[src/source/rv_core_pkg.sv]
package rv_core_pkg;

  localparam int xlen = 32;
  localparam int reg_addr_w = 5;
  localparam int n_regs = 32;

  typedef logic [xlen-1:0] word_t;
  typedef logic [reg_addr_w-1:0] reg_addr_t;
  typedef logic [4:0] opcode_t;
  typedef logic [2:0] alu_op_t;

  // major opcodes, inst[6:2]
  localparam opcode_t opcode_op = 5'b01100;
  localparam opcode_t opcode_op_imm = 5'b00100;
  localparam opcode_t opcode_lui = 5'b01101;
  localparam opcode_t opcode_auipc = 5'b00101;
  localparam opcode_t opcode_branch = 5'b11000;
  localparam opcode_t opcode_jal = 5'b11011;
  localparam opcode_t opcode_jalr = 5'b11001;

  // alu functions, same encoding as funct3
  localparam alu_op_t funct3_add = 3'b000;
  localparam alu_op_t funct3_sll = 3'b001;
  localparam alu_op_t funct3_slt = 3'b010;
  localparam alu_op_t funct3_sltu = 3'b011;
  localparam alu_op_t funct3_xor = 3'b100;
  localparam alu_op_t funct3_sr = 3'b101;
  localparam alu_op_t funct3_or = 3'b110;
  localparam alu_op_t funct3_and = 3'b111;

  // branch conditions
  localparam logic [2:0] funct3_beq = 3'b000;
  localparam logic [2:0] funct3_bne = 3'b001;
  localparam logic [2:0] funct3_blt = 3'b100;
  localparam logic [2:0] funct3_bge = 3'b101;
  localparam logic [2:0] funct3_bltu = 3'b110;
  localparam logic [2:0] funct3_bgeu = 3'b111;

  localparam word_t reset_pc = '0;

  // true for the kept opcodes that produce a register result
  function automatic logic writes_rd(opcode_t op);
    logic res;
    case (op)
      opcode_op,
      opcode_op_imm,
      opcode_lui,
      opcode_auipc,
      opcode_jal,
      opcode_jalr: res = 1'b1;
      default: res = 1'b0;
    endcase
    return res;
  endfunction

endpackage

[src/source/rv_core.sv]
`timescale 1ns/10ps

module rv_core (
  input  logic                   clk,
  input  logic                   nrst,
  input  rv_core_pkg::word_t     i_wb_dat,
  input  logic                   i_wb_ack,
  input  logic                   i_halt_req,
  input  logic                   i_resume_req,
  input  rv_core_pkg::word_t     i_resume_pc,
  output logic                   o_wb_cyc,
  output logic                   o_wb_stb,
  output rv_core_pkg::word_t     o_wb_adr,
  output logic                   o_halted,
  output logic                   o_retire_valid,
  output rv_core_pkg::word_t     o_retire_pc,
  output logic                   o_retire_we,
  output rv_core_pkg::reg_addr_t o_retire_rd,
  output rv_core_pkg::word_t     o_retire_data
);

  logic running;
  logic resume;
  logic f_valid;
  logic d_ready;
  rv_core_pkg::word_t f_inst;
  rv_core_pkg::word_t f_pc;
  rv_core_pkg::reg_addr_t rs1_addr;
  rv_core_pkg::reg_addr_t rs2_addr;
  rv_core_pkg::word_t rs1_data;
  rv_core_pkg::word_t rs2_data;
  logic rs1_busy;
  logic rs2_busy;
  logic set_busy;
  rv_core_pkg::reg_addr_t busy_addr;
  logic x_valid;
  rv_core_pkg::word_t x_pc;
  rv_core_pkg::word_t x_inst;
  rv_core_pkg::word_t x_imm;
  rv_core_pkg::word_t x_src1;
  rv_core_pkg::word_t x_src2;
  rv_core_pkg::word_t x_rs1;
  rv_core_pkg::alu_op_t x_alu_op;
  logic x_alt;
  logic flush;
  rv_core_pkg::word_t target;

  assign o_halted = ~running;
  assign resume = ~running & i_resume_req;

  always_ff @(posedge clk) begin
    if (!nrst) begin
      running <= 1'b0;
    end else if (resume) begin
      running <= 1'b1;
    end else if (i_halt_req) begin
      running <= 1'b0;
    end
  end

  // halt request blocks new fetches in its own cycle
  rv_fetch i_fetch (
    .clk(clk), .nrst(nrst), .i_running(running & ~i_halt_req),
    .i_resume(resume), .i_resume_pc(i_resume_pc), .i_flush(flush), .i_target(target),
    .i_wb_dat(i_wb_dat), .i_wb_ack(i_wb_ack), .i_d_ready(d_ready),
    .o_wb_cyc(o_wb_cyc), .o_wb_stb(o_wb_stb), .o_wb_adr(o_wb_adr),
    .o_f_valid(f_valid), .o_f_inst(f_inst), .o_f_pc(f_pc)
  );

  rv_decode i_decode (
    .clk(clk), .nrst(nrst), .i_f_valid(f_valid), .i_f_inst(f_inst), .i_f_pc(f_pc),
    .i_flush(flush), .i_rs1_data(rs1_data), .i_rs2_data(rs2_data),
    .i_rs1_busy(rs1_busy), .i_rs2_busy(rs2_busy), .o_d_ready(d_ready),
    .o_rs1_addr(rs1_addr), .o_rs2_addr(rs2_addr), .o_set_busy(set_busy),
    .o_busy_addr(busy_addr), .o_x_valid(x_valid), .o_x_pc(x_pc), .o_x_inst(x_inst),
    .o_x_imm(x_imm), .o_x_src1(x_src1), .o_x_src2(x_src2), .o_x_rs1(x_rs1),
    .o_x_alu_op(x_alu_op), .o_x_alt(x_alt)
  );

  rv_regfile i_regfile (
    .clk(clk), .nrst(nrst), .i_rs1_addr(rs1_addr), .i_rs2_addr(rs2_addr),
    .i_set_busy(set_busy), .i_busy_addr(busy_addr), .i_wb_en(o_retire_we),
    .i_wb_addr(o_retire_rd), .i_wb_data(o_retire_data), .o_rs1_data(rs1_data),
    .o_rs2_data(rs2_data), .o_rs1_busy(rs1_busy), .o_rs2_busy(rs2_busy)
  );

  rv_execute i_execute (
    .clk(clk), .nrst(nrst), .i_x_valid(x_valid), .i_x_pc(x_pc), .i_x_inst(x_inst),
    .i_x_imm(x_imm), .i_x_src1(x_src1), .i_x_src2(x_src2), .i_x_rs1(x_rs1),
    .i_x_alu_op(x_alu_op), .i_x_alt(x_alt), .o_flush(flush), .o_target(target),
    .o_wb_en(o_retire_we), .o_wb_addr(o_retire_rd), .o_wb_data(o_retire_data),
    .o_retire_valid(o_retire_valid), .o_retire_pc(o_retire_pc)
  );

endmodule

[src/source/rv_decode.sv]
`timescale 1ns/10ps

module rv_decode (
  input  logic                       clk,
  input  logic                       nrst,
  input  logic                       i_f_valid,
  input  rv_core_pkg::word_t         i_f_inst,
  input  rv_core_pkg::word_t         i_f_pc,
  input  logic                       i_flush,
  input  rv_core_pkg::word_t         i_rs1_data,
  input  rv_core_pkg::word_t         i_rs2_data,
  input  logic                       i_rs1_busy,
  input  logic                       i_rs2_busy,
  output logic                       o_d_ready,
  output rv_core_pkg::reg_addr_t     o_rs1_addr,
  output rv_core_pkg::reg_addr_t     o_rs2_addr,
  output logic                       o_set_busy,
  output rv_core_pkg::reg_addr_t     o_busy_addr,
  output logic                       o_x_valid,
  output rv_core_pkg::word_t         o_x_pc,
  output rv_core_pkg::word_t         o_x_inst,
  output rv_core_pkg::word_t         o_x_imm,
  output rv_core_pkg::word_t         o_x_src1,
  output rv_core_pkg::word_t         o_x_src2,
  output rv_core_pkg::word_t         o_x_rs1,
  output rv_core_pkg::alu_op_t       o_x_alu_op,
  output logic                       o_x_alt
);

  rv_core_pkg::opcode_t opcode;
  logic [2:0] funct3;
  rv_core_pkg::reg_addr_t rd;
  rv_core_pkg::reg_addr_t x_rd;
  rv_core_pkg::word_t imm;
  rv_core_pkg::word_t src1;
  rv_core_pkg::word_t src2;
  rv_core_pkg::alu_op_t alu_op;
  logic alt;
  logic use_rs1;
  logic use_rs2;
  logic has_rd;
  logic stall;
  logic issue;

  assign opcode = i_f_inst[6:2];
  assign funct3 = i_f_inst[14:12];
  assign rd = i_f_inst[11:7];
  assign o_rs1_addr = i_f_inst[19:15];
  assign o_rs2_addr = i_f_inst[24:20];

  assign has_rd = rv_core_pkg::writes_rd(opcode) && (rd != '0);
  assign use_rs1 = opcode inside {rv_core_pkg::opcode_op, rv_core_pkg::opcode_op_imm,
                                  rv_core_pkg::opcode_branch, rv_core_pkg::opcode_jalr};
  assign use_rs2 = opcode inside {rv_core_pkg::opcode_op, rv_core_pkg::opcode_branch};

  // raw on a busy source, or waw against the writer still in execute;
  // busy bit alone would be cleared early by an older writeback
  assign stall = i_f_valid & ((use_rs1 & i_rs1_busy) | (use_rs2 & i_rs2_busy) |
                              (has_rd & (x_rd == rd)));
  assign o_d_ready = ~stall;
  assign issue = i_f_valid & ~stall & ~i_flush;
  assign o_set_busy = issue & has_rd;
  assign o_busy_addr = rd;

  always_comb begin
    case (opcode)
      rv_core_pkg::opcode_lui,
      rv_core_pkg::opcode_auipc: imm = {i_f_inst[31:12], 12'h000};
      rv_core_pkg::opcode_jal: imm = {{12{i_f_inst[31]}}, i_f_inst[19:12], i_f_inst[20],
                                      i_f_inst[30:21], 1'b0};
      rv_core_pkg::opcode_branch: imm = {{20{i_f_inst[31]}}, i_f_inst[7], i_f_inst[30:25],
                                         i_f_inst[11:8], 1'b0};
      default: imm = {{20{i_f_inst[31]}}, i_f_inst[31:20]};
    endcase
  end

  always_comb begin
    if (opcode == rv_core_pkg::opcode_lui) begin
      src1 = '0;
    end else if (opcode inside {rv_core_pkg::opcode_auipc, rv_core_pkg::opcode_jal}) begin
      src1 = i_f_pc;
    end else begin
      src1 = i_rs1_data;
    end
    src2 = use_rs2 ? i_rs2_data : imm;
  end

  always_comb begin
    alu_op = rv_core_pkg::funct3_add;
    alt = 1'b0;
    if (opcode inside {rv_core_pkg::opcode_op, rv_core_pkg::opcode_op_imm}) begin
      alu_op = funct3;
      // sub only on OP, sra on both
      if (opcode == rv_core_pkg::opcode_op || funct3 == rv_core_pkg::funct3_sr) begin
        alt = i_f_inst[30];
      end
    end else if (opcode == rv_core_pkg::opcode_branch) begin
      if (funct3 inside {rv_core_pkg::funct3_beq, rv_core_pkg::funct3_bne}) begin
        alu_op = rv_core_pkg::funct3_xor;
      end else if (funct3 inside {rv_core_pkg::funct3_blt, rv_core_pkg::funct3_bge}) begin
        alu_op = rv_core_pkg::funct3_slt;
      end else begin
        alu_op = rv_core_pkg::funct3_sltu;
      end
    end
  end

  always_ff @(posedge clk) begin
    if (!nrst) begin
      o_x_valid <= 1'b0;
      x_rd <= '0;
    end else begin
      o_x_valid <= issue;
      x_rd <= o_set_busy ? rd : '0;
    end
  end

  always_ff @(posedge clk) begin
    if (issue) begin
      o_x_pc <= i_f_pc;
      o_x_inst <= i_f_inst;
      o_x_imm <= imm;
      o_x_src1 <= src1;
      o_x_src2 <= src2;
      o_x_rs1 <= i_rs1_data;
      o_x_alu_op <= alu_op;
      o_x_alt <= alt;
    end
  end

endmodule

[src/source/rv_execute.sv]
`timescale 1ns/10ps

module rv_execute (
  input  logic                   clk,
  input  logic                   nrst,
  input  logic                   i_x_valid,
  input  rv_core_pkg::word_t     i_x_pc,
  input  rv_core_pkg::word_t     i_x_inst,
  input  rv_core_pkg::word_t     i_x_imm,
  input  rv_core_pkg::word_t     i_x_src1,
  input  rv_core_pkg::word_t     i_x_src2,
  input  rv_core_pkg::word_t     i_x_rs1,
  input  rv_core_pkg::alu_op_t   i_x_alu_op,
  input  logic                   i_x_alt,
  output logic                   o_flush,
  output rv_core_pkg::word_t     o_target,
  output logic                   o_wb_en,
  output rv_core_pkg::reg_addr_t o_wb_addr,
  output rv_core_pkg::word_t     o_wb_data,
  output logic                   o_retire_valid,
  output rv_core_pkg::word_t     o_retire_pc
);

  rv_core_pkg::opcode_t opcode;
  logic [2:0] funct3;
  rv_core_pkg::reg_addr_t rd;
  rv_core_pkg::word_t alu_res;
  rv_core_pkg::word_t result;
  rv_core_pkg::word_t link;
  rv_core_pkg::word_t jalr_target;
  logic [4:0] shamt;
  logic is_jal;
  logic is_jalr;
  logic is_branch;
  logic cond;
  logic we;

  assign opcode = i_x_inst[6:2];
  assign funct3 = i_x_inst[14:12];
  assign rd = i_x_inst[11:7];
  assign shamt = i_x_src2[4:0];

  assign is_jal = opcode == rv_core_pkg::opcode_jal;
  assign is_jalr = opcode == rv_core_pkg::opcode_jalr;
  assign is_branch = opcode == rv_core_pkg::opcode_branch;

  always_comb begin
    case (i_x_alu_op)
      rv_core_pkg::funct3_add: alu_res = i_x_alt ? i_x_src1 - i_x_src2 : i_x_src1 + i_x_src2;
      rv_core_pkg::funct3_sll: alu_res = i_x_src1 << shamt;
      rv_core_pkg::funct3_slt: alu_res = {{(rv_core_pkg::xlen-1){1'b0}},
                                          $signed(i_x_src1) < $signed(i_x_src2)};
      rv_core_pkg::funct3_sltu: alu_res = {{(rv_core_pkg::xlen-1){1'b0}}, i_x_src1 < i_x_src2};
      rv_core_pkg::funct3_xor: alu_res = i_x_src1 ^ i_x_src2;
      rv_core_pkg::funct3_sr: begin
        if (i_x_alt) begin
          alu_res = $signed(i_x_src1) >>> shamt;
        end else begin
          alu_res = i_x_src1 >> shamt;
        end
      end
      rv_core_pkg::funct3_or: alu_res = i_x_src1 | i_x_src2;
      default: alu_res = i_x_src1 & i_x_src2;
    endcase
  end

  // beq, bge and bgeu take on a zero compare result
  always_comb begin
    case (funct3)
      rv_core_pkg::funct3_beq,
      rv_core_pkg::funct3_bge,
      rv_core_pkg::funct3_bgeu: cond = (alu_res == '0);
      default: cond = (alu_res != '0);
    endcase
  end

  assign link = i_x_pc + 32'd4;
  assign jalr_target = (i_x_rs1 + i_x_imm) & ~32'd1;

  assign o_flush = i_x_valid & (is_jal | is_jalr | (is_branch & cond));
  assign o_target = is_jalr ? jalr_target : i_x_pc + i_x_imm;

  assign result = (is_jal | is_jalr) ? link : alu_res;
  assign we = i_x_valid && rv_core_pkg::writes_rd(opcode) && (rd != '0);

  always_ff @(posedge clk) begin
    if (!nrst) begin
      o_wb_en <= 1'b0;
      o_retire_valid <= 1'b0;
    end else begin
      o_wb_en <= we;
      o_retire_valid <= i_x_valid;
    end
  end

  // no write shows as rd 0 and data 0 on retire
  always_ff @(posedge clk) begin
    o_wb_addr <= we ? rd : '0;
    o_wb_data <= we ? result : '0;
    o_retire_pc <= i_x_pc;
  end

endmodule

[src/source/rv_fetch.sv]
`timescale 1ns/10ps

module rv_fetch (
  input  logic               clk,
  input  logic               nrst,
  input  logic               i_running,
  input  logic               i_resume,
  input  rv_core_pkg::word_t i_resume_pc,
  input  logic               i_flush,
  input  rv_core_pkg::word_t i_target,
  input  rv_core_pkg::word_t i_wb_dat,
  input  logic               i_wb_ack,
  input  logic               i_d_ready,
  output logic               o_wb_cyc,
  output logic               o_wb_stb,
  output rv_core_pkg::word_t o_wb_adr,
  output logic               o_f_valid,
  output rv_core_pkg::word_t o_f_inst,
  output rv_core_pkg::word_t o_f_pc
);

  rv_core_pkg::word_t pc;
  logic discard;
  logic ack;
  logic start;

  assign ack = o_wb_cyc & i_wb_ack;

  // one transfer at a time, and only when the buffer is empty at the next edge,
  // so the ack of this cycle always finds room
  assign start = i_running & ~o_wb_cyc & ~i_flush & (~o_f_valid | i_d_ready);

  assign o_wb_stb = o_wb_cyc;

  always_ff @(posedge clk) begin
    if (!nrst) begin
      pc <= rv_core_pkg::reset_pc;
      o_wb_cyc <= 1'b0;
      discard <= 1'b0;
      o_f_valid <= 1'b0;
    end else begin
      if (i_resume) begin
        pc <= i_resume_pc;
      end else if (i_flush) begin
        pc <= i_target;
      end else if (start) begin
        pc <= pc + 32'd4;
      end

      if (start) begin
        o_wb_cyc <= 1'b1;
      end else if (ack) begin
        o_wb_cyc <= 1'b0;
      end

      // fetch still in flight at the flush, its word is dropped later
      if (i_flush && o_wb_cyc && !ack) begin
        discard <= 1'b1;
      end else if (ack) begin
        discard <= 1'b0;
      end

      if (i_flush) begin
        o_f_valid <= 1'b0;
      end else if (ack && !discard) begin
        o_f_valid <= 1'b1;
      end else if (i_d_ready) begin
        o_f_valid <= 1'b0;
      end
    end
  end

  always_ff @(posedge clk) begin
    if (start) begin
      o_wb_adr <= pc;
    end
    if (ack) begin
      o_f_inst <= i_wb_dat;
      o_f_pc <= o_wb_adr;
    end
  end

endmodule

[src/source/rv_regfile.sv]
`timescale 1ns/10ps

module rv_regfile (
  input  logic                   clk,
  input  logic                   nrst,
  input  rv_core_pkg::reg_addr_t i_rs1_addr,
  input  rv_core_pkg::reg_addr_t i_rs2_addr,
  input  logic                   i_set_busy,
  input  rv_core_pkg::reg_addr_t i_busy_addr,
  input  logic                   i_wb_en,
  input  rv_core_pkg::reg_addr_t i_wb_addr,
  input  rv_core_pkg::word_t     i_wb_data,
  output rv_core_pkg::word_t     o_rs1_data,
  output rv_core_pkg::word_t     o_rs2_data,
  output logic                   o_rs1_busy,
  output logic                   o_rs2_busy
);

  rv_core_pkg::word_t regs [rv_core_pkg::n_regs];
  logic [rv_core_pkg::n_regs-1:0] busy;
  logic rs1_hit;
  logic rs2_hit;

  // write-first bypass from the writeback port
  assign rs1_hit = i_wb_en && (i_wb_addr == i_rs1_addr);
  assign rs2_hit = i_wb_en && (i_wb_addr == i_rs2_addr);

  assign o_rs1_data = (i_rs1_addr == '0) ? '0 : (rs1_hit ? i_wb_data : regs[i_rs1_addr]);
  assign o_rs2_data = (i_rs2_addr == '0) ? '0 : (rs2_hit ? i_wb_data : regs[i_rs2_addr]);
  assign o_rs1_busy = (i_rs1_addr != '0) && busy[i_rs1_addr] && !rs1_hit;
  assign o_rs2_busy = (i_rs2_addr != '0) && busy[i_rs2_addr] && !rs2_hit;

  always_ff @(posedge clk) begin
    if (i_wb_en) begin
      regs[i_wb_addr] <= i_wb_data;
    end
  end

  always_ff @(posedge clk) begin
    if (!nrst) begin
      busy <= '0;
    end else begin
      if (i_wb_en) begin
        busy[i_wb_addr] <= 1'b0;
      end
      // a new writer of the same register wins over the clear
      if (i_set_busy) begin
        busy[i_busy_addr] <= 1'b1;
      end
    end
  end

endmodule

[config.mk]
export PLATFORM = sky130hd
export DESIGN_NAME = rv_core
export DESIGN_NICKNAME = d
export VERILOG_FILES = /design/src/source/rv_core_pkg.sv /design/src/source/rv_core.sv /design/src/source/rv_decode.sv /design/src/source/rv_execute.sv /design/src/source/rv_fetch.sv /design/src/source/rv_regfile.sv
export SDC_FILE = /design/constraint.sdc
export NUM_CORES = 2
export LEC_CHECK = 0
export BUFFER_PORTS_ARGS = -buffer_cell sky130_fd_sc_hd__buf_2
export CAP_MARGIN = 10
export CORE_UTILIZATION = 50
export CTS_BUF_LIST = sky130_fd_sc_hd__clkbuf_8
export DETAILED_ROUTE_END_ITERATION = 10
export PLACE_DENSITY = 0.66
export RECOVER_POWER = 50
export SLEW_MARGIN = 5
export SYNTH_ARGS = -nofsm -noshare
export SYNTH_HDL_FRONTEND = slang
export SYNTH_SLANG_ARGS = --single-unit
[constraint.sdc]
create_clock -name clk -period 13.8 [get_ports clk]
set_clock_uncertainty 0.1 [all_clocks]
set_input_delay 2.07 -clock clk [delete_from_list [all_inputs] [get_ports clk]]
set_output_delay 2.07 -clock clk [all_outputs]
set_load 0.01 [all_outputs]
Word-level counts from Yosys, hierarchy flattened
Memory sizes are Yosys's and may differ from the RTL's. A register that Yosys moved wholly into a read port is not among the register bits.
Cells that the tools add are included.
{"block": "totals", "input_bits": 69, "memories": 1, "register_bits": 420, "output_inout_bits": 106, "word_cells": 195, "ramBits": 1024}
{"block": "classes", "muxes": 44, "n_reduce_logical": 47, "eq_ne": 29, "n_lt_le_gt_ge": 8, "shift": 3, "n_bitwise": 33, "add_sub_neg": 6}
{"name": "i_regfile.regs", "depth": 32, "width": 32, "read_ports": 2, "rd_clocked_by_memory_dff": 2, "wr": 1, "line_no": "rv_regfile.sv:19", "rtl": "rv_core_pkg::word_t regs [rv_core_pkg::n_regs];"}
{"operator": "two-way mux 32 bit", "count": 16}
{"operator": "one-hot mux 32 bit (7 select lines)", "count": 1}
{"operator": "adder 32 bit", "count": 3}
{"operator": "one-hot mux 31 bit (3 select lines)", "count": 1}
{"operator": "adder 32 x 3 -> 32 bit, second input constant", "count": 2}
{"operator": "AND 32 bit", "count": 2}
{"operator": "< comparator 32 bit", "count": 2}
{"operator": "OR 32 bit", "count": 2}
{"operator": "zero test 32 bit", "count": 1}
{"operator": "NOT 32 bit", "count": 1}
{"operator": "nonzero test 32 bit", "count": 1}
{"operator": "left shift 32 x 5 -> 32 bit", "count": 1}
{"operator": "right shift 32 x 5 -> 32 bit", "count": 1}
{"operator": ">>> shifter 32 x 5 -> 32 bit", "count": 1}
{"operator": "subtractor 32 bit", "count": 1}
{"operator": "bitwise XOR 32 bit", "count": 1}
{"operator": "equality test 5 bit, second input constant", "count": 6}
{"operator": "< comparator 5 x 6 -> 1 bit, second input constant", "count": 4}
{"operator": "equality test 3 bit, second input constant", "count": 7}
{"operator": "equality test 5 x 3 -> 1 bit, second input constant", "count": 4}
{"operator": "equality test 5 x 4 -> 1 bit, second input constant", "count": 4}
{"operator": "nonzero test 5 bit", "count": 4}
{"operator": "two-way mux 1 bit", "count": 17}
{"operator": "nonzero test 2 bit", "count": 8}
{"operator": "23 further kinds", "count": 79}

Longest topological paths before layout
{"block": "depth", "depth_word": 14, "depth_mapped": 23, "depth_no_buf": 17}

Hierarchy
From an unflattened synthesis, not the netlist that was laid out.
{"block": "unflattened", "cells_unflattened": 5595, "hier_area_um2": 77677.0}
{"mod": "rv_regfile", "cells_per_inst": 2639, "n_inst": 1, "area_per_inst_um2": 49678.9}
{"mod": "rv_execute", "cells_per_inst": 2075, "n_inst": 1, "area_per_inst_um2": 15103.2}
{"mod": "rv_decode", "cells_per_inst": 464, "n_inst": 1, "area_per_inst_um2": 7571.0}
{"mod": "rv_fetch", "cells_per_inst": 412, "n_inst": 1, "area_per_inst_um2": 5270.1}
{"mod": "rv_core", "cells_per_inst": 5, "n_inst": 1, "area_per_inst_um2": 53.8}

Worst setup path before layout
No wires, ideal clock.
{"block": "synth_timing", "kind": "register -> register", "from": "register i_decode.o_x_src2[1]", "to": "register i_regfile.busy[12] in the netlist's numbering", "path_buffers": 4, "stages_incl_launch_ff": 21, "slack_ps": 3786, "arrival_time_ps": 9813, "required_time_ps": 13599, "period_less_slack_ps": 10014, "cell_sequence": "edfxtp_1 -> buf_2 -> inv_2 -> buf_1 -> clkbuf_1 -> ha_1 -> a211oi_1 -> o21ai_0 -> a21o_1 -> a211o_1 -> mux2i_1 -> a211oi_1 -> nand2_1 -> nor4b_1 -> nand4_1 -> nor4b_2 -> mux2i_1 -> and4_1 -> nand3_1 -> buf_2 -> o41ai_1"}
{"block": "synth_between", "elab_chain_len": 12}
{"element": "from (decl)", "line_no": "rv_decode.sv:24", "rtl": "output rv_core_pkg::word_t o_x_src2,"}
{"element": "from (signal assigned)", "line_no": "rv_decode.sv:124", "rtl": "o_x_src2 <= src2;"}
{"element": "adder 32 bit (tied with other cells)", "line_no": "rv_execute.sv:49", "rtl": "rv_core_pkg::funct3_add: alu_res = i_x_alt ? i_x_src1 - i_x_src2 : i_x_src1 + i_x_src2;"}
{"element": "two-way mux 32 bit, on equally long branches", "line_no": "rv_execute.sv:49, rv_execute.sv:56"}
{"element": "one-hot mux 32 bit (7 select lines) *", "line_no": "rv_execute.sv:48", "rtl": "case (i_x_alu_op)"}
{"element": "nonzero test 32 bit / zero test 32 bit (equally long branches)", "line_no": "rv_execute.sv:73, rv_execute.sv:72"}
{"element": "two-way mux 1 bit *", "line_no": "rv_execute.sv:69", "rtl": "case (funct3)"}
{"element": "AND 1 bit *", "line_no": "rv_execute.sv:80", "rtl": "assign o_flush = i_x_valid & (is_jal | is_jalr | (is_branch & cond));"}
{"element": "OR 1 bit *", "line_no": "rv_execute.sv:80"}
{"element": "AND 1 bit *", "line_no": "rv_execute.sv:80"}
{"element": "NOT 1 bit *", "line_no": "rv_decode.sv:61", "rtl": "assign issue = i_f_valid & ~stall & ~i_flush;"}
{"element": "AND 1 bit *", "line_no": "rv_decode.sv:61"}
{"element": "via i_decode.issue", "line_no": "rv_decode.sv:43", "rtl": "logic issue;"}
{"element": "AND 1 bit *", "line_no": "rv_decode.sv:62", "rtl": "assign o_set_busy = issue & has_rd;"}
{"element": "two-way mux 32 bit *", "line_no": "rv_regfile.sv:47", "rtl": "if (i_set_busy) begin"}
{"element": "to (signal assigned)", "line_no": "rv_regfile.sv:41", "rtl": "busy <= '0;"}
{"element": "to (signal, indexed assignment)", "line_no": "rv_regfile.sv:44", "rtl": "busy[i_wb_addr] <= 1'b0;"}
{"element": "to (signal, indexed assignment)", "line_no": "rv_regfile.sv:48", "rtl": "busy[i_busy_addr] <= 1'b1;"}
{"element": "to (decl)", "line_no": "rv_regfile.sv:20", "rtl": "logic [rv_core_pkg::n_regs-1:0] busy;"}
The timed path passes the listed nets; every way through them passes the cells marked *.
A chain may end at the register's enable or synchronous reset.

Final worst setup path
{"block": "layout_timing", "from": "register i_decode.o_x_src2[2]", "to": "register i_decode.o_x_rs1[30], enable pin"}
{"block": "layout_between", "elab_chain_len": 10}
{"element": "adder 32 bit (tied with other cells)", "line_no": "rv_execute.sv:49"}
{"element": "two-way mux 32 bit, on equally long branches", "line_no": "rv_execute.sv:49, rv_execute.sv:56"}
{"element": "one-hot mux 32 bit (7 select lines) *", "line_no": "rv_execute.sv:48"}
{"element": "nonzero test 32 bit / zero test 32 bit (equally long branches)", "line_no": "rv_execute.sv:73, rv_execute.sv:72"}
{"element": "two-way mux 1 bit *", "line_no": "rv_execute.sv:69"}
{"element": "AND 1 bit *", "line_no": "rv_execute.sv:80"}
{"element": "OR 1 bit *", "line_no": "rv_execute.sv:80"}
{"element": "AND 1 bit *", "line_no": "rv_execute.sv:80"}
{"element": "NOT 1 bit *", "line_no": "rv_decode.sv:61"}
{"element": "AND 1 bit *", "line_no": "rv_decode.sv:61"}
{"element": "via i_decode.issue", "line_no": "rv_decode.sv:43"}
{"element": "to (signal assigned)", "line_no": "rv_decode.sv:125", "rtl": "o_x_rs1 <= i_rs1_data;"}
{"element": "to (decl)", "line_no": "rv_decode.sv:25", "rtl": "output rv_core_pkg::word_t o_x_rs1,"}
Marks and branches as above.

==> impl_table.tex <==
\begin{tabular}{lr}
\hline
Metric & Value \\
\hline
\multicolumn{2}{l}{\textbf{Critical path}} \\
Capturing element type of the critical path & flip-flop \\
Most numerous cell on the critical path & buf\_4 \\
Buffers and inverters on the worst path & 3 \\
Arrival time worst endpoint & 9220 ps \\
Data required time at the worst endpoint & 14240 ps \\
Ordered list of cells on the worst path & buf\_4, buf\_4, mux2\_2, a22oi\_1, nand2\_1, a2bb2oi\_1, a31oi\_1, a31o\_1, a311oi\_1, o2111ai\_1, nor4\_1, nor4b\_2, mux2i\_1, and4\_4, buf\_12 \\
Top delay family on crit path & compound AO/OA/AOI/OAI gates \\
Maximum fanout encountered on the critical timing path & 152 \\
Master of the slowest instance on the critical path & mux2i\_1 \\
Biggest cell delay along the critical path & 780 ps \\
Type of origin of the critical path & flip-flop \\
Register-to-register path setup slack & 5020 ps \\
Critical path type & flip-flop to flip-flop \\
\multicolumn{2}{l}{\textbf{Die}} \\
CORE AREA & 0.1528 mm2 \\
Effective utilization at floorplan & 0.5062 \\
Chip Height & 395.3 um \\
Std cell rows & 143 \\
Die W & 395.3 um \\
Count of boundary I/O pins & 175 \\
Area of the die & 0.1563 mm2 \\
\multicolumn{2}{l}{\textbf{Synthesis}} \\
Main synth FF type & edfxtp\_1 \\
Yosys warning total & 0 \\
Post-Syn Nets & 5554 \\
Share of the yosys chip area belonging to registers & 0.5429 \\
Flops \& latches, synth & 1450 \\
Number of enable flip-flop cells after synthesis & 1295 \\
Async S/R FF share, synth & 0 \\
Average footprint of a synthesized cell & 14.54 um2 \\
Total standard cell area after synthesis & 0.07734 mm2 \\
Synthesized instance count & 5321 \\
Cell variety after synth & 94 \\
\multicolumn{2}{l}{\textbf{Hold path}} \\
Hold/Removal Path Class & flip-flop to flip-flop \\
\multicolumn{2}{l}{\textbf{Power and ir drop}} \\
Combinational share of power & 0.041 \\
Proportion of power drawn by flip-flops and latches & 0.542 \\
Net switching share of the total power & 0.2370 \\
VDD IR max & 0.09581 mV \\
Power, Total & 0.008836 W \\
Part of the power in the clock network & 0.417 \\
Leak Pwr & 26.67 nW \\
Pwr per Cell Area & 103.4 mW/mm2 \\
Sw Pwr & 0.002094 W \\
Cell-internal power & 0.006742 W \\
\multicolumn{2}{l}{\textbf{Timing}} \\
Worst Max-Slew Pin Slew & 3974 ps \\
Headroom to the max-slew limit & -1.649 \\
F\_max & 113.9 MHz \\
Final Critical Period & 8778 ps \\
Max-slew violation count & 1173 \\
Setup violation total in the final timing report & 0 \\
Number of hold violations in the final report & 0 \\
Post-route fraction of the period consumed by the critical path & 0.6361 \\
Sum of negative setup slack & 0 ps \\
Unrepaired setup endpoints after global routing & no \\
\multicolumn{2}{l}{\textbf{Placement}} \\
HPWL after detailed placement & 185.7 mm \\
RePlAce Congestion & 1.007 \\
Count of buffers from port buffering & 172 \\
\multicolumn{2}{l}{\textbf{Global route}} \\
Number of global-route vias before repair & 52.47k \\
Number of antenna violations at the first check in global routing & 14 \\
Overall global routing resource usage & 0.3668 \\
Total gr overflow & 0 \\
Wire length of the first global-routing pass & 401.9 mm \\
Maximum number of pins on one net before global-route repair & 153 \\
\multicolumn{2}{l}{\textbf{Status}} \\
Run status & finished with violations \\
Violated checks & capacitance limit, slew limit \\
\multicolumn{2}{l}{\textbf{Clock network}} \\
TritonCTS clock tree & yes \\
Deepest clock path buffer count & 3 \\
Cts bufs inserted & 231 \\
Insertion delay of the later-clocked pin in the worst-skew pair & 970 ps \\
Clock Sinks & 1450 \\
Number of H-tree levels & 4 \\
Clock tree root buffer cell & clkbuf\_8 \\
Setup bufs post-CTS & 0 \\
Clock transition at the registers of the reported paths & 60 ps \\
Post-CTS Resized & 0 \\
Hold buffer count at CTS & 0 \\
\multicolumn{2}{l}{\textbf{Finish}} \\
Highest-count cells in the layout ignoring fill and taps & 1295 x edfxtp\_1, 696 x mux4\_2, 308 x nor2\_1 \\
Fraction of layout instances using a drive strength above 1 & 0.2532 \\
Number of nets in the finished design & 5730 \\
Layout overhead on the synthesized area & 10.44\% \\
Post-Route Utilization & 0.5590 \\
Most frequent standard cell in the layout excluding fill and tap cells & edfxtp\_1 \\
\multicolumn{2}{l}{\textbf{Route}} \\
Number of iterations in the first detailed-routing pass & 6 \\
Detailed Route Iter0 Violations & 7184 \\
Post-detailed-route DRC marker count & 0 \\
Total wirelength of the detailed-routed design & 288.9 mm \\
Routed WL per cell & 37.33 um \\
Vias & 53.98k \\
Vias per inst & 6.974 \\
DRT antenna net count & 0 \\
\multicolumn{2}{l}{\textbf{Flow run}} \\
Max capacitance violation total & 34 \\
\hline
\end{tabular}
per-stage QoR:
| step | std cells | setup WS, ps | instance area [um2] | hold slack [ps] |
|---|---|---|---|---|
| global route | 7733 | 5263 | 85400 | 355.4 |
| CTS | 7726 | 5624 | 85550 | 342.2 |
| floorplan | 5321 | 3786 | 77340 | 274.3 |
| detailed placement | 7291 | 5650 | 80920 | 330.8 |
| finish | 7740 | 5022 | 85420 | 345.4 |
| global placement | 7291 | 5646 | 80920 | 331.4 |
cell usage after synthesis (14+ instances only):
cell type / instances / area [um2]
inv_1: 146 / 548.0
a22o_1: 58 / 508.0
buf_1: 94 / 352.8
o31ai_1: 47 / 352.8
mux2_2: 36 / 405.4
a22oi_1: 47 / 352.8
xnor2_1: 81 / 709.4
o211ai_1: 64 / 480.5
nor4_1: 23 / 143.9
a21oi_1: 256 / 1281
clkbuf_1: 270 / 1013
and3_1: 28 / 175.2
nand3_1: 78 / 390.4
nand4_1: 38 / 237.7
edfxtp_1: 1295 / 38890
a31oi_1: 34 / 212.7
o21ai_0: 173 / 865.8
o22ai_1: 52 / 325.3
nand2b_1: 68 / 425.4
a211oi_1: 107 / 803.3
mux2i_1: 143 / 1431
ha_1: 160 / 2002
mux4_2: 696 / 15680
a221oi_1: 14 / 122.6
o32ai_1: 14 / 122.6
dfxtp_1: 155 / 3103
nor3_1: 82 / 410.4
and2_1: 33 / 206.5
nor2_1: 343 / 1287
nor2b_1: 30 / 187.7
a21o_1: 26 / 195.2
nand2_1: 261 / 979.7
buf_2: 27 / 135.1
o21bai_1: 14 / 105.1
xor2_1: 63 / 551.8
cell type report:
type                            count  area, um2
Fill cell                       12343      67380
Antenna cell                       11      27.53
Sequential cell                  1450      42020
Clock buffer                      247       3400
Inverter                          148      555.5
Multi-Input combinational cell   3317      33520
Tap cell                         2030       2540
Clock inverter                    188       1230
Timing Repair Buffer              349       2117
registers in the layout, summed over array words and instances (netlist names), 32 cells and up, named ones only:
register and flops:
i_execute.o_retire_pc 32, i_fetch.o_f_pc 32, i_decode.o_x_pc 32, i_fetch.pc 32, i_decode.o_x_rs1 32, i_fetch.o_wb_adr 32, i_decode.o_x_src2 32, i_regfile.busy 32
i_execute.o_wb_data 32, i_decode.o_x_src1 32, i_decode.o_x_imm 32, i_regfile.regs 1024
power by group through the flow:
stage | Sequential, W | Combinational, W | Clock, W
CTS | 0.00478 | 0.000357 | 0.00374
floorplan | 0.00485 | 0.000239 | 0
global placement | 0.00488 | 0.000355 | 0
finish | 0.00478 | 0.000362 | 0.00369
global route | 0.00478 | 0.000378 | 0.00392
detailed placement | 0.00488 | 0.000356 | 0
kinds of logic after synthesis:
family,after synthesis,synth area share
DFF,1450,0.5429
and+or+nand+nor,1067,0.06597
AOI/OAI and AO/OA,1065,0.09281
muxes,877,0.2268
buffers and inverters,554,0.02834
adders and majority gates,164,0.02692
xor gates and xnor gates,144,0.01631
metal layers:
| layer | GRT usage | routed length [um] | up-vias |
|---|---|---|---|
| li1 | - | - | 21986 |
| met2 | 0.5797 | 136100 | 3358 |
| met4 | 0.1987 | 18100 | 2 |
| met5 | 0 | 13 | - |
| met3 | 0.06883 | 27620 | 723 |
| met1 | 0.4823 | 107100 | 27912 |
path summary, 6_finish.rpt:
| kind | startpoint | to | cells after the start |
|---|---|---|---|
| hold reg to reg | i_fetch.o_wb_adr[6]$_DFFE_PP_ | i_fetch.o_f_pc[6]$_DFFE_PP_ | 0 |
| hold / removal | i_fetch.o_wb_adr[6]$_DFFE_PP_ | i_fetch.o_f_pc[6]$_DFFE_PP_ | 0 |
| setup / recovery | i_decode.o_x_src2[2]$_DFFE_PP_ | i_decode.o_x_rs1[30]$_DFFE_PP_ | 15 |
| setup reg to reg | i_decode.o_x_src2[2]$_DFFE_PP_ | i_decode.o_x_rs1[30]$_DFFE_PP_ | 15 |
(Power assumes the default switching activity.)
